[src/common/align_pkg.sv]
// Shared definitions for the instruction align buffer
// Parcel and word widths plus the payload types seen by the fetch unit

package align_pkg;

  // ==============================
  // Fixed widths
  // ==============================

  // One compressed instruction parcel
  localparam int PARCEL_BITS = 16;

  // One fetch word holds two parcels
  localparam int WORD_BITS = 32;

  // ==============================
  // Payload types
  // ==============================

  // Single 16-bit parcel as stored in either bank
  typedef logic [PARCEL_BITS-1:0] parcel_t;

  // Full word as delivered inside a lower-level block
  typedef logic [WORD_BITS-1:0] word_t;

  // Instruction window handed back to the fetch unit
  // Low parcel sits at the requested address
  typedef logic [WORD_BITS-1:0] inst_t;

endpackage

[src/align_buffer/tag_store.sv]
// Direct-mapped tag store for the align buffer
// One tag and one valid bit per set, two asynchronous read ports
// for the even and odd lookups, a single refill write port
`timescale 1ns/1ns

module tag_store #(
  parameter  int CACHE_BITS = 512,
  parameter  int BLOCK_BITS = 128,
  parameter  int ADDR_WIDTH = 32,
  localparam int NUM_SET    = CACHE_BITS / BLOCK_BITS,
  localparam int IDX_W      = $clog2(NUM_SET),
  localparam int OFF_W      = $clog2(BLOCK_BITS / 8),
  localparam int TAG_W      = ADDR_WIDTH - IDX_W - OFF_W
) (
  input  logic             clk_i,
  input  logic             rst_i,
  input  logic             flush_i,
  input  logic [IDX_W-1:0] rd_idx_even_i,
  input  logic [IDX_W-1:0] rd_idx_odd_i,
  input  logic             wr_en_i,
  input  logic [IDX_W-1:0] wr_idx_i,
  input  logic [TAG_W-1:0] wr_tag_i,
  output logic             rd_valid_even_o,
  output logic [TAG_W-1:0] rd_tag_even_o,
  output logic             rd_valid_odd_o,
  output logic [TAG_W-1:0] rd_tag_odd_o
);

  // Valid bit per set
  logic [NUM_SET-1:0] valid_q;

  // Tag array
  logic [TAG_W-1:0] tag_q [NUM_SET];

  // Flush wins over a refill in the same cycle
  always_ff @(posedge clk_i) begin
    if (rst_i || flush_i) begin
      valid_q <= '0;
    end else if (wr_en_i) begin
      valid_q[wr_idx_i] <= 1'b1;
    end
  end

  // Tag bits only matter once the valid bit is set
  always_ff @(posedge clk_i) begin
    if (wr_en_i) begin
      tag_q[wr_idx_i] <= wr_tag_i;
    end
  end

  // ==============================
  // Lookup ports
  // ==============================

  // Even port sees the next set on an unaligned window
  assign rd_valid_even_o = valid_q[rd_idx_even_i];
  assign rd_tag_even_o   = tag_q[rd_idx_even_i];

  // Odd port always sees the addressed set
  assign rd_valid_odd_o = valid_q[rd_idx_odd_i];
  assign rd_tag_odd_o   = tag_q[rd_idx_odd_i];

endmodule

[src/align_buffer/parcel_bank.sv]
// One parcel bank of the align buffer
// Keeps one parcel per word of each block, filled a whole row at a time
// on refill and read one parcel at a time by word select
`timescale 1ns/1ns

module parcel_bank #(
  parameter  int CACHE_BITS  = 512,
  parameter  int BLOCK_BITS  = 128,
  localparam int NUM_SET     = CACHE_BITS / BLOCK_BITS,
  localparam int IDX_W       = $clog2(NUM_SET),
  localparam int ROW_PARCELS = BLOCK_BITS / align_pkg::WORD_BITS,
  localparam int WSEL_W      = $clog2(ROW_PARCELS)
) (
  input  logic                                clk_i,
  input  logic                                wr_en_i,
  input  logic [IDX_W-1:0]                    wr_idx_i,
  input  align_pkg::parcel_t [ROW_PARCELS-1:0] wr_row_i,
  input  logic [IDX_W-1:0]                    rd_idx_i,
  input  logic [WSEL_W-1:0]                   word_sel_i,
  output align_pkg::parcel_t                  rd_parcel_o
);

  import align_pkg::*;

  // ==============================
  // Storage
  // ==============================

  // One row per set, one parcel per word in the block
  parcel_t [ROW_PARCELS-1:0] rows_q [NUM_SET];

  // Refill replaces the whole row
  always_ff @(posedge clk_i) begin
    if (wr_en_i) begin
      rows_q[wr_idx_i] <= wr_row_i;
    end
  end

  // ==============================
  // Read port
  // ==============================

  // Asynchronous read so a double hit completes in the request cycle
  assign rd_parcel_o = rows_q[rd_idx_i][word_sel_i];

endmodule

[src/align_buffer/miss_sequencer.sv]
// Miss sequencer for the align buffer
// Classifies both banks as hit or miss, issues lower-level block fetches,
// drives refill writes and walks a double miss through two fetches
`timescale 1ns/1ns

module miss_sequencer #(
  parameter  int CACHE_BITS = 512,
  parameter  int BLOCK_BITS = 128,
  parameter  int ADDR_WIDTH = 32,
  localparam int NUM_SET    = CACHE_BITS / BLOCK_BITS,
  localparam int IDX_W      = $clog2(NUM_SET),
  localparam int OFF_W      = $clog2(BLOCK_BITS / 8),
  localparam int TAG_W      = ADDR_WIDTH - IDX_W - OFF_W
) (
  input  logic                  clk_i,
  input  logic                  rst_i,
  input  logic                  flush_i,
  input  logic                  req_valid_i,
  input  logic [ADDR_WIDTH-1:0] req_addr_i,
  input  logic                  low_res_valid_i,
  input  logic                  rd_valid_even_i,
  input  logic [TAG_W-1:0]      rd_tag_even_i,
  input  logic                  rd_valid_odd_i,
  input  logic [TAG_W-1:0]      rd_tag_odd_i,
  output logic [IDX_W-1:0]      rd_idx_even_o,
  output logic [IDX_W-1:0]      rd_idx_odd_o,
  output logic                  tag_wr_en_o,
  output logic [IDX_W-1:0]      tag_wr_idx_o,
  output logic [TAG_W-1:0]      tag_wr_tag_o,
  output logic                  bank_wr_en_o,
  output logic [IDX_W-1:0]      even_wr_idx_o,
  output logic [IDX_W-1:0]      odd_wr_idx_o,
  output logic [1:0]            miss_state_o,
  output logic                  masked_valid_o,
  output logic                  second_done_o,
  output logic                  low_req_valid_o,
  output logic [ADDR_WIDTH-1:0] low_req_addr_o
);

  import align_pkg::*;

  localparam int PAR_OFF = $clog2(PARCEL_BITS / 8);
  localparam logic [ADDR_WIDTH-1:0] BLOCK_BYTES = ADDR_WIDTH'(BLOCK_BITS / 8);

  logic                  unalign;
  logic                  wrap;
  logic [TAG_W-1:0]      tag_odd;
  logic [TAG_W-1:0]      tag_even;
  logic                  even_miss;
  logic                  odd_miss;
  logic                  first_resp;
  logic [IDX_W-1:0]      refill_idx;
  logic [ADDR_WIDTH-1:0] base_addr;
  logic                  ignore_valid_q;
  logic                  waiting_second_q;

  // ==============================
  // Lookup and classification
  // ==============================
  always_comb begin
    // Window starts at the last parcel of the block
    unalign = &req_addr_i[OFF_W-1:PAR_OFF];

    // Odd bank always sits in the addressed block
    rd_idx_odd_o = req_addr_i[OFF_W +: IDX_W];
    {wrap, rd_idx_even_o} = {1'b0, rd_idx_odd_o} + {{IDX_W{1'b0}}, unalign};

    // Next block past the top set belongs to the next tag
    tag_odd  = req_addr_i[ADDR_WIDTH-1 -: TAG_W];
    tag_even = wrap ? tag_odd + 1'b1 : tag_odd;

    even_miss = req_valid_i && !(rd_valid_even_i && (rd_tag_even_i == tag_even));
    odd_miss  = req_valid_i && !(rd_valid_odd_i && (rd_tag_odd_i == tag_odd));
    miss_state_o = {odd_miss, even_miss};
  end

  // ==============================
  // Double-miss sequencing
  // ==============================

  // Response is hidden in the cycle after the first half of a double miss
  assign masked_valid_o = low_res_valid_i && !ignore_valid_q;

  // First of two responses for a straddling window
  assign first_resp = unalign && odd_miss && even_miss && masked_valid_o;

  assign second_done_o = waiting_second_q && masked_valid_o;

  always_ff @(posedge clk_i) begin
    if (rst_i || flush_i) begin
      ignore_valid_q   <= 1'b0;
      waiting_second_q <= 1'b0;
    end else begin
      ignore_valid_q <= first_resp;
      if (first_resp) begin
        waiting_second_q <= 1'b1;
      end else if (second_done_o) begin
        waiting_second_q <= 1'b0;
      end
    end
  end

  // ==============================
  // Lower-level request
  // ==============================
  always_comb begin
    base_addr = {req_addr_i[ADDR_WIDTH-1:OFF_W], {OFF_W{1'b0}}};

    // Held until the response pulse, dropped in that cycle
    if (waiting_second_q) begin
      low_req_valid_o = !masked_valid_o;
    end else begin
      low_req_valid_o = (odd_miss || even_miss) && !masked_valid_o;
    end

    // Only the next block is missing, or the second fetch of a double miss
    if (waiting_second_q || (unalign && even_miss && !odd_miss)) begin
      low_req_addr_o = base_addr + BLOCK_BYTES;
    end else begin
      low_req_addr_o = base_addr;
    end
  end

  // ==============================
  // Refill writes
  // ==============================
  always_comb begin
    // Odd line is filled first when both are missing
    refill_idx   = odd_miss ? rd_idx_odd_o : rd_idx_even_o;
    tag_wr_tag_o = odd_miss ? tag_odd : tag_even;
    tag_wr_idx_o = refill_idx;
    tag_wr_en_o  = masked_valid_o && (odd_miss || even_miss);

    // A block spans both banks, so both rows land in the same set
    bank_wr_en_o  = tag_wr_en_o;
    even_wr_idx_o = refill_idx;
    odd_wr_idx_o  = refill_idx;
  end

endmodule

[src/align_buffer/inst_assembler.sv]
// Instruction assembler for the align buffer
// Picks each parcel from its bank or from the lower-level response
// and orders them by the half-word offset of the request
`timescale 1ns/1ns

module inst_assembler #(
  parameter  int BLOCK_BITS  = 128,
  parameter  int ADDR_WIDTH  = 32,
  localparam int ROW_PARCELS = BLOCK_BITS / align_pkg::WORD_BITS,
  localparam int WSEL_W      = $clog2(ROW_PARCELS),
  localparam int OFF_W       = $clog2(BLOCK_BITS / 8)
) (
  input  logic                  req_valid_i,
  input  logic [ADDR_WIDTH-1:0] req_addr_i,
  input  logic [1:0]            miss_state_i,
  input  logic                  masked_valid_i,
  input  logic                  second_done_i,
  input  align_pkg::parcel_t    even_parcel_i,
  input  align_pkg::parcel_t    odd_parcel_i,
  input  logic [BLOCK_BITS-1:0] low_res_blk_i,
  output logic                  res_valid_o,
  output align_pkg::inst_t      res_inst_o,
  output logic                  res_miss_o
);

  import align_pkg::*;

  localparam int WORD_OFF = $clog2(WORD_BITS / 8);

  logic              half_sel;
  logic              unalign;
  logic              even_miss;
  logic              odd_miss;
  logic              single_ok;
  logic [WSEL_W-1:0] word_sel;
  logic [WSEL_W-1:0] next_sel;
  word_t             cur_word;
  word_t             next_word;
  parcel_t           even_pick;
  parcel_t           odd_pick;

  // ==============================
  // Parcel selection
  // ==============================
  always_comb begin
    half_sel = req_addr_i[WORD_OFF-1];
    word_sel = req_addr_i[OFF_W-1:WORD_OFF];
    unalign  = half_sel && (&word_sel);

    // Word holding the even parcel, wraps to word 0 of the new line
    next_sel = word_sel + WSEL_W'(half_sel);
    {odd_miss, even_miss} = miss_state_i;

    // Response words, only meaningful in a response cycle
    cur_word  = low_res_blk_i[word_sel*WORD_BITS +: WORD_BITS];
    next_word = low_res_blk_i[next_sel*WORD_BITS +: WORD_BITS];

    // Missing parcels come straight from the response
    // On double-miss completion the even parcel is the first one of the new line
    even_pick = even_miss ? next_word[PARCEL_BITS-1:0] : even_parcel_i;
    odd_pick  = odd_miss ? cur_word[WORD_BITS-1 -: PARCEL_BITS] : odd_parcel_i;
  end

  // ==============================
  // Instruction and status
  // ==============================
  always_comb begin
    // Aligned window is odd over even, half offset swaps them
    if (half_sel) begin
      res_inst_o = {even_pick, odd_pick};
    end else begin
      res_inst_o = {odd_pick, even_pick};
    end

    // One response is enough unless both lines of a straddle are absent
    single_ok = masked_valid_i && (|miss_state_i) && !(unalign && (&miss_state_i));

    res_valid_o = (req_valid_i && (miss_state_i == 2'b00)) || single_ok || second_done_i;
    res_miss_o  = |miss_state_i;
  end

endmodule

[src/align_buffer/align_buffer.sv]
// Instruction align buffer for a fetch unit with compressed instructions
// Caches blocks as an even and an odd parcel bank, returns a 32-bit window
// for any half-word address, including windows that cross a block boundary
`timescale 1ns/1ns

module align_buffer #(
  parameter int CACHE_BITS = 512,
  parameter int BLOCK_BITS = 128,
  parameter int ADDR_WIDTH = 32
) (
  input  logic                  clk_i,
  input  logic                  rst_i,
  input  logic                  flush_i,
  input  logic                  req_valid_i,
  input  logic [ADDR_WIDTH-1:0] req_addr_i,
  output logic                  res_valid_o,
  output align_pkg::inst_t      res_inst_o,
  output logic                  res_miss_o,
  output logic                  low_req_valid_o,
  output logic [ADDR_WIDTH-1:0] low_req_addr_o,
  input  logic                  low_res_valid_i,
  input  logic [BLOCK_BITS-1:0] low_res_blk_i
);

  import align_pkg::*;

  localparam int NUM_SET     = CACHE_BITS / BLOCK_BITS;
  localparam int IDX_W       = $clog2(NUM_SET);
  localparam int OFF_W       = $clog2(BLOCK_BITS / 8);
  localparam int TAG_W       = ADDR_WIDTH - IDX_W - OFF_W;
  localparam int ROW_PARCELS = BLOCK_BITS / WORD_BITS;
  localparam int WSEL_W      = $clog2(ROW_PARCELS);
  localparam int WORD_OFF    = $clog2(WORD_BITS / 8);

  // Tag lookup
  logic [IDX_W-1:0] idx_even;
  logic [IDX_W-1:0] idx_odd;
  logic             valid_even;
  logic             valid_odd;
  logic [TAG_W-1:0] tag_even;
  logic [TAG_W-1:0] tag_odd;

  // Refill controls
  logic             tag_wr_en;
  logic [IDX_W-1:0] tag_wr_idx;
  logic [TAG_W-1:0] tag_wr_tag;
  logic             bank_wr_en;
  logic [IDX_W-1:0] even_wr_idx;
  logic [IDX_W-1:0] odd_wr_idx;

  // Sequencer status toward the assembler
  logic [1:0] miss_state;
  logic       masked_valid;
  logic       second_done;

  // Bank data
  parcel_t [ROW_PARCELS-1:0] even_row;
  parcel_t [ROW_PARCELS-1:0] odd_row;
  parcel_t                   even_parcel;
  parcel_t                   odd_parcel;
  logic [WSEL_W-1:0]         odd_word_sel;
  logic [WSEL_W-1:0]         even_word_sel;

  // ==============================
  // Bank word selects
  // ==============================

  // Odd bank reads the high parcel of the addressed word
  assign odd_word_sel = req_addr_i[OFF_W-1:WORD_OFF];

  // Even bank reads the next word on a half offset
  // Sum wraps to word 0 when the window is unaligned
  assign even_word_sel = odd_word_sel + WSEL_W'(req_addr_i[WORD_OFF-1]);

  // Split the refill block into low and high parcel rows
  for (genvar i = 0; i < ROW_PARCELS; i++) begin : g_row_split
    assign even_row[i] = low_res_blk_i[i*WORD_BITS +: PARCEL_BITS];
    assign odd_row[i]  = low_res_blk_i[i*WORD_BITS+PARCEL_BITS +: PARCEL_BITS];
  end

  // ==============================
  // Storage
  // ==============================

  tag_store #(
    .CACHE_BITS(CACHE_BITS),
    .BLOCK_BITS(BLOCK_BITS),
    .ADDR_WIDTH(ADDR_WIDTH)
  ) u_tag_store (
    .clk_i          (clk_i),
    .rst_i          (rst_i),
    .flush_i        (flush_i),
    .rd_idx_even_i  (idx_even),
    .rd_idx_odd_i   (idx_odd),
    .wr_en_i        (tag_wr_en),
    .wr_idx_i       (tag_wr_idx),
    .wr_tag_i       (tag_wr_tag),
    .rd_valid_even_o(valid_even),
    .rd_tag_even_o  (tag_even),
    .rd_valid_odd_o (valid_odd),
    .rd_tag_odd_o   (tag_odd)
  );

  // Low halves of every word
  parcel_bank #(
    .CACHE_BITS(CACHE_BITS),
    .BLOCK_BITS(BLOCK_BITS)
  ) u_even_bank (
    .clk_i      (clk_i),
    .wr_en_i    (bank_wr_en),
    .wr_idx_i   (even_wr_idx),
    .wr_row_i   (even_row),
    .rd_idx_i   (idx_even),
    .word_sel_i (even_word_sel),
    .rd_parcel_o(even_parcel)
  );

  // High halves of every word
  parcel_bank #(
    .CACHE_BITS(CACHE_BITS),
    .BLOCK_BITS(BLOCK_BITS)
  ) u_odd_bank (
    .clk_i      (clk_i),
    .wr_en_i    (bank_wr_en),
    .wr_idx_i   (odd_wr_idx),
    .wr_row_i   (odd_row),
    .rd_idx_i   (idx_odd),
    .word_sel_i (odd_word_sel),
    .rd_parcel_o(odd_parcel)
  );

  // ==============================
  // Control and output
  // ==============================

  miss_sequencer #(
    .CACHE_BITS(CACHE_BITS),
    .BLOCK_BITS(BLOCK_BITS),
    .ADDR_WIDTH(ADDR_WIDTH)
  ) u_miss_sequencer (
    .clk_i          (clk_i),
    .rst_i          (rst_i),
    .flush_i        (flush_i),
    .req_valid_i    (req_valid_i),
    .req_addr_i     (req_addr_i),
    .low_res_valid_i(low_res_valid_i),
    .rd_valid_even_i(valid_even),
    .rd_tag_even_i  (tag_even),
    .rd_valid_odd_i (valid_odd),
    .rd_tag_odd_i   (tag_odd),
    .rd_idx_even_o  (idx_even),
    .rd_idx_odd_o   (idx_odd),
    .tag_wr_en_o    (tag_wr_en),
    .tag_wr_idx_o   (tag_wr_idx),
    .tag_wr_tag_o   (tag_wr_tag),
    .bank_wr_en_o   (bank_wr_en),
    .even_wr_idx_o  (even_wr_idx),
    .odd_wr_idx_o   (odd_wr_idx),
    .miss_state_o   (miss_state),
    .masked_valid_o (masked_valid),
    .second_done_o  (second_done),
    .low_req_valid_o(low_req_valid_o),
    .low_req_addr_o (low_req_addr_o)
  );

  inst_assembler #(
    .BLOCK_BITS(BLOCK_BITS),
    .ADDR_WIDTH(ADDR_WIDTH)
  ) u_inst_assembler (
    .req_valid_i   (req_valid_i),
    .req_addr_i    (req_addr_i),
    .miss_state_i  (miss_state),
    .masked_valid_i(masked_valid),
    .second_done_i (second_done),
    .even_parcel_i (even_parcel),
    .odd_parcel_i  (odd_parcel),
    .low_res_blk_i (low_res_blk_i),
    .res_valid_o   (res_valid_o),
    .res_inst_o    (res_inst_o),
    .res_miss_o    (res_miss_o)
  );

endmodule

[config.mk]
export PLATFORM = sky130hd
export DESIGN_NAME = align_buffer
export DESIGN_NICKNAME = d
export VERILOG_FILES = /design/src/common/align_pkg.sv /design/src/align_buffer/tag_store.sv /design/src/align_buffer/parcel_bank.sv /design/src/align_buffer/miss_sequencer.sv /design/src/align_buffer/inst_assembler.sv /design/src/align_buffer/align_buffer.sv
export SDC_FILE = /design/constraint.sdc
export NUM_CORES = 1
export LEC_CHECK = 0
export BUFFER_PORTS_ARGS = -buffer_cell sky130_fd_sc_hd__buf_2
export CAP_MARGIN = 30
export CORE_ASPECT_RATIO = 1.1
export CORE_MARGIN = 3
export CORE_UTILIZATION = 35
export CTS_BUF_LIST = sky130_fd_sc_hd__clkbuf_2
export DETAILED_ROUTE_END_ITERATION = 8
export GPL_ROUTABILITY_DRIVEN = 0
export HOLD_SLACK_MARGIN = 0.12
export PLACE_DENSITY = 0.58
export SLEW_MARGIN = 20
export SYNTH_ARGS = -nofsm -noshare
export SYNTH_HDL_FRONTEND = slang
export SYNTH_SLANG_ARGS = --single-unit
[constraint.sdc]
create_clock -name clk_i -period 14.5 [get_ports clk_i]
set_clock_uncertainty 0.05 [all_clocks]
set_input_delay 0.725 -clock clk_i [delete_from_list [all_inputs] [get_ports clk_i]]
set_output_delay 0.725 -clock clk_i [all_outputs]
set_load 0.01 [all_outputs]
==> results.toml, run 1 <==
[outcome]
status = "finished clean"

[global_routing]
grt_usage_pct = 18.4
grt_pass1_vias = 18400
grt_first_pass_wirelength_mm = 114
overflow = 0
antenna_found_initial = 6
grt_max_degree = 61

[routing]
num_vias = 17000
finalWirelength_mm = 75.6
drc = 0
antenna_left = 0
routedWlPerCell_um = 23.4
first_pass_iters = 5
initialDrtViolationCount = 1158
viasPerCell = 5.27

[setup_path]
critical_path.max_fanout = 57
start_kind = "input port"
critPathRequiredTime_ns = 13.73
crit_type = "in -> out"
setup.worst_path.end_class = "output port"
critPathArrivalTime_ns = 6.24

[clock_tree]
clk_path_buf_depth = 3
cts_tree = "built"
post_cts_buffers = 0
insertion_delay_ns = 1.30
clock-sinks = 622
ctsRootBufferMaster = "clkbuf_2"
path_clk_slew_ns = 0.08
htreeDepth = 4
cts_made_buffers = 157
cts_resized = 0

[power_and_ir_drop]
p_leak_nw = 11.9
p_per_area_nw_per_um2 = 110
total_power_mw = 3.85
ir_worst_vdd_mv = 0.0603

[floorplanning]
dieArea_um2 = 83500
initial_utilization_pct = 35.4
die_y_um = 303
die_w_um = 276
top_level_ports = 232
design.core.area_um2 = 79100
num_rows = 108

[cells_and_area]
n_fill_cell = 7122
multi_input_area_um2 = 8940
fin_cells = 3231
post-route-util_pct = 44.1
final_nets = 2245
final_area_um2 = 34900
syn_to_final_growth_pct = 24.5
drive_gt1_share_pct = 34.5
seqCellArea_um2 = 18600

[synth]
async_flop_share_pct = 0
synth_area_um2 = 28000
yosysTopAreaCellShare_pct = 66.0
synth_cell_type_count = 68
yosysMostFrequentCell = "edfxtp_1"
synth-seq-cells = 622
postSynthAreaPerCell_um2 = 19.2
synthFlopType = "edfxtp_1"
synth_top_area_cell = "edfxtp_1"
synth_warnings = 0
synth_edf_count = 616
yosys-top-cells-count = "616 x edfxtp_1, 234 x mux4_2, 54 x nor2_1, 53 x xor2_1, 52 x xnor2_1"
synthCells = 1461
synth.area.top_cells = "edfxtp_1 66%, mux4_2 19%, xor2_1 1.7%"
synth_seq_area_share_pct = 66.5

[place]
port_buffers = 226
place_ws_ns = 6.82
placed_cell_area_um2 = 30400
dp_hpwl_mm = 45.7
dpl.cell_count = 2655

[sta]
setup_violations = 0
fmax_ghz = 0.143
hold_ws_ns = 0.456
fin_crit_ns = 7.01
fin_tns_setup_ns = 0
rsz0062_at_grt = "false"
fin_crit_sh_pct = 48.4
worst_slew_pin_slew_ns = 0.962
slew_headroom_pct = 35.8
maxSlewViolCount = 0
layout_setup_ws_ns = 7.49
hold_viol = 0

[run]
max_cap_violations = 0

[hold_path]
worstHoldPathType = "reg -> reg"
==> critical path, cell delays in order <==
cell and delay, ns:
buf_4 0.69, buf_4 0.88, mux2_2 0.32, a2bb2o_1 0.28, or4_1 0.53, a2111oi_2 0.47
a41oi_4 0.53, buf_4 0.45, mux2i_1 0.72, nor2_1 0.10, a221o_1 0.29, buf_2 0.15
==> layout by cell type (no fill, tap or decap), types with 28 or more instances in the layout <==
| cell type | Yosys | final |
|---|---|---|
| xor2_1 | 53 | 53 |
| buf_2 | 28 | 224 |
| a221o_1 | 32 | 32 |
| clkinv_1 | 0 | 40 |
| edfxtp_1 | 616 | 616 |
| nor2_1 | 54 | 54 |
| mux4_2 | 234 | 234 |
| nor3_1 | 34 | 32 |
| clkbuf_2 | 1 | 216 |
| xnor2_1 | 52 | 52 |
| buf_4 | 12 | 28 |
| mux2i_1 | 34 | 34 |
| dlygate4sd3_1 | 0 | 302 |
==> state kept, by name, indices dropped and copies added, names as in the netlist <==
name and count:
u_odd_bank.rows_q 256, u_miss_sequencer.ignore_valid_q 1, u_tag_store.tag_q 104, u_even_bank.rows_q 256
u_miss_sequencer.waiting_second_q 1, u_tag_store.valid_q 4
==> kinds of logic (layout without fill, tap and decap cells) <==
logic type	count (synthesis)	count (layout)	share of synthesized area (%)
flops	622	622	66.5
mux	275	275	20.3
simple gates	235	235	4.56
buf+inv	123	840	2.05
xor+xnor	109	109	3.60
compound gates	90	90	2.73
fa+ha+maj	6	6	0.268
other cells	1	9	0.0134
==> timing repair <==
item / 4_1_cts / 5_1_grt
endpoints found under the hold margin: 622 / 0
setup endpoints to repair: 0 / 0
hold buffers: 302 / 0
==> routing by layer <==
layer | share of wire [%] | GRT usage (%) | vias up | wire, µm
li1 | - | - | 7439 | -
met1 | 40 | 23.1 | 8801 | 30400
met2 | 50 | 30.8 | 646 | 38100
met3 | 6.5 | 4.56 | 138 | 4890
met4 | 2.9 | 6.91 | 2 | 2180
met5 | 0.012 | 0 | - | 9
==> final timing paths <==
path / startpoint / endpoint / slack (ns) / cells after the start
max: req_addr_i[5] / res_inst_o[10] / 7.49 / 12
min: u_tag_store.valid_q[1] / u_tag_store.valid_q[1] / 0.46 / 1
max reg2reg: u_tag_store.tag_q[3][13] / u_odd_bank.rows_q[3][51] / 9.32 / 10
min reg2reg: u_tag_store.valid_q[1] / u_tag_store.valid_q[1] / 0.46 / 1
==> final cells by class <==
class / count / share of cell area, %
inverter: 12 / 0.129
antenna: 5 / 0.0359
sequential: 622 / 53.4
timing repair buffer: 562 / 13.0
multi-input combinational: 719 / 25.6
clock inverter: 51 / 0.965
tap: 1045 / 3.75
clock buffer: 215 / 3.09
==> where the power goes <==
group	switching, mW	internal (mW)	total, mW
combinational	0.290	0.281	0.571
clock	0.688	0.488	1.18
sequential	0.0235	2.08	2.10
Power figures use the tool's default switching activity.
==> run 2, diff against run 1 <==
--- a/config.mk
+++ b/config.mk
@@ -5,6 +5,7 @@
 export SDC_FILE = /design/constraint.sdc
 export NUM_CORES = 1
 export LEC_CHECK = 0
+export ABC_AREA = 1
 export BUFFER_PORTS_ARGS = -buffer_cell sky130_fd_sc_hd__buf_2
 export CAP_MARGIN = 30
 export CORE_ASPECT_RATIO = 1.1
@@ -14,7 +15,7 @@
 export DETAILED_ROUTE_END_ITERATION = 8
 export GPL_ROUTABILITY_DRIVEN = 0
 export HOLD_SLACK_MARGIN = 0.12
-export PLACE_DENSITY = 0.58
+export PLACE_DENSITY = 0.6
 export SLEW_MARGIN = 20
 export SYNTH_ARGS = -nofsm -noshare
 export SYNTH_HDL_FRONTEND = slang
==> constraint.sdc (replaced) <==
create_clock -name clk_i -period 6.2 [get_ports clk_i]
set_clock_uncertainty 0.05 [all_clocks]
set_input_delay 0.31 -clock clk_i [delete_from_list [all_inputs] [get_ports clk_i]]
set_output_delay 0.31 -clock clk_i [all_outputs]
set_load 0.01 [all_outputs]
==> results.toml, run 2 <==
[floorplanning]
num_rows = 110
dieArea_um2 = 87500
top_level_ports = 232
die_w_um = 282
design.core.area_um2 = 82600
initial_utilization_pct = 35.6
die_y_um = 310

[synth]
synth_cell_type_count = 41
synth.area.top_cells = "edfxtp_1 63%, nand2_1 8.0%, o21ai_0 6.2%"
synth_top_area_cell = "edfxtp_1"
synth_area_um2 = 29400
yosys-top-cells-count = "628 x nand2_1, 616 x edfxtp_1, 375 x nor2_1, 365 x o21ai_0, 207 x nand3_1"
yosysTopAreaCellShare_pct = 62.9
synth_seq_area_share_pct = 63.3
synthCells = 2907
async_flop_share_pct = 0
yosysMostFrequentCell = "nand2_1"
synth-seq-cells = 622
synth_edf_count = 616
synthFlopType = "edfxtp_1"
postSynthAreaPerCell_um2 = 10.1
synth_warnings = 0

[sta]
setup_violations = 0
fin_crit_ns = 6.03
worst_slew_pin_slew_ns = 0.949
slew_headroom_pct = 36.6
hold_viol = 0
fmax_ghz = 0.166
maxSlewViolCount = 0
rsz0062_at_grt = "false"
fin_crit_sh_pct = 97.2
fin_tns_setup_ns = 0

[power_and_ir_drop]
pwr-share-seq_pct = 52.5
internal-power_mw = 6.72
ir_worst_vdd_mv = 0.137
combPwrFrac_pct = 16.7
p_sw_mw = 2.84
clock_power_share_pct = 30.8
swShare_pct = 29.7
p_leak_nw = 13.9
p_per_area_nw_per_um2 = 258

[outcome]
status = "finished clean"

[global_routing]
grt_pass1_vias = 24400
antenna_found_initial = 22
grt_first_pass_wirelength_mm = 148
overflow = 0
grt_max_degree = 108
grt_usage_pct = 22.3

[setup_path]
reg2reg_to = "u_even_bank.rows_q[1][16]"
start_kind = "input port"
rr_worst_depth = 19
setup.worst_path.end_class = "output port"
crit_type = "in -> out"
critPathArrivalTime_ns = 5.67
critPathRequiredTime_ns = 5.84
r2r_setup_slack_ns = 0.87
r2r-start = "u_tag_store.tag_q[0][1]"
critical_path.max_fanout = 18

[clock_tree]
insertion_delay_ns = 1.36
post_cts_buffers = 0
cts_tree = "built"
clk_path_buf_depth = 3
path_clk_slew_ns = 0.10
htreeDepth = 4
ctsRootBufferMaster = "clkbuf_2"
cts_made_buffers = 160
clock-sinks = 622

[cells_and_area]
final_nets = 3707
top_regs = "u_even_bank.rows_q x256, u_odd_bank.rows_q x256, u_tag_store.tag_q x104"
syn_to_final_growth_pct = 25.8
final_cell_mix = "628 x nand2_1, 616 x edfxtp_1, 380 x dlygate4sd3_1"
n_fill_cell = 7812
drive_gt1_share_pct = 15.7
fin_cells = 4728
layout.cells.most_common = "nand2_1"

[routing]
finalWirelength_mm = 99.3
drc = 0
first_pass_iters = 6
initialDrtViolationCount = 2579
routedWlPerCell_um = 21.0
num_vias = 25300
antenna_left = 0
viasPerCell = 5.36

[place]
dp_hpwl_mm = 59.5
port_buffers = 226
dpl.cell_count = 4058

[run]
max_cap_violations = 0

[hold_path]
holdPathStages = 3
worstHoldPathType = "in -> reg"
holdCritStartpoint = "low_res_blk_i[65]"
worstHoldEndpoint = "u_even_bank.rows_q[3][33]"
## run 2: power groups by stage
stage                     sequential, mW  combinational (mW)  clock [mW]
final                               5.02                1.60        2.94
after global routing                5.04                1.74        3.23
after CTS                           5.01                1.58        3.02
after detailed placement            5.11                1.36           0
after global placement              5.10                1.36           0
after floorplan                     5.12               0.815           0
## run 2: layout make-up
type	count	area, µm²	area share (%)
Antenna cell	14	35.0	0.0947
Clock buffer	221	1110	2.99
Clock inverter	55	393	1.06
Inverter	126	512	1.38
Multi-Input combinational cell	1970	9520	25.7
Sequential cell	622	18600	50.3
Tap cell	1064	1330	3.60
Timing Repair Buffer	656	5480	14.8
## run 2: worst max-delay path by stage
stage                   start                         to  slack (ns)
6_report       req_addr_i[17]             res_inst_o[27]        0.17
5_1_grt        req_addr_i[17]             res_inst_o[22]       0.009
3_5_place_dp    req_addr_i[2]  u_even_bank.rows_q[1][27]        1.16
2_1_floorplan   req_addr_i[1]   u_even_bank.rows_q[0][0]        0.06
3_3_place_gp    req_addr_i[2]  u_even_bank.rows_q[1][27]        1.18
4_1_cts         req_addr_i[5]              res_inst_o[6]        0.04
## run 2: cell families (layout without fill, tap and decap cells)
logic type	after synthesis	after routing	share of synthesized area, %
AO/OA/AOI/OAI	665	665	13.3
flip-flops	622	622	63.3
buffers and inverters	318	1058	4.53
AND/OR/NAND/NOR	1265	1265	17.7
adder cells (fa/ha/maj)	6	6	0.255
other	1	18	0.0128
XOR/XNOR	30	30	0.894
## run 2: critical path: stages
cell and delay, ns:
dlygate4sd3_1 0.53, buf_2 0.15, nand2_1 0.06, dlygate4sd3_1 0.58, nor2_1 0.22, dlygate4sd3_1 0.59, nand2_1 0.09, dlygate4sd3_1 0.61
nor2_4 0.16, dlygate4sd3_1 0.60, nand2_1 0.06, nand2_1 0.07, nand2_1 0.07, nand2_1 0.06, nand2_1 0.06, nor2_1 0.09
nand3_1 0.09, nor2_2 0.13, nand2_4 0.11, nand2_8 0.19, inv_4 0.17, nand2_2 0.11, nand3_1 0.06, o21ai_0 0.23
buf_2 0.23
## run 2: metrics by stage
step	instance area, µm²	hold WS [ns]	setup slack, ns	total power [mW]	utilization (%)
2_1_floorplan	29400	0.359	0.0624	5.93	-
3_3_place_gp	31600	0.411	1.18	6.46	38.3
3_5_place_dp	31600	0.413	1.16	6.47	38.3
4_1_cts	36900	0.120	0.0370	9.60	44.7
5_1_grt	37000	0.164	0.00888	10.0	44.8
6_report	37000	0.292	0.172	9.55	44.8
## run 2: routing by layer
layer | vias to the layer above | global-route usage (%) | wire length [µm]
met5 | - | 0 | 82
met4 | 12 | 9.34 | 3070
met3 | 225 | 5.65 | 8620
met2 | 1172 | 35.6 | 47000
met1 | 12200 | 29.1 | 40600
li1 | 11700 | - | -
## run 2: what timing repair did
| item | in CTS | in global routing |
|---|---|---|
| endpoints found under the setup margin | 0 | 29 |
| hold buffers | 380 | 0 |
| resized for setup | 0 | 15 |
| hold endpoints to repair | 738 | 0 |
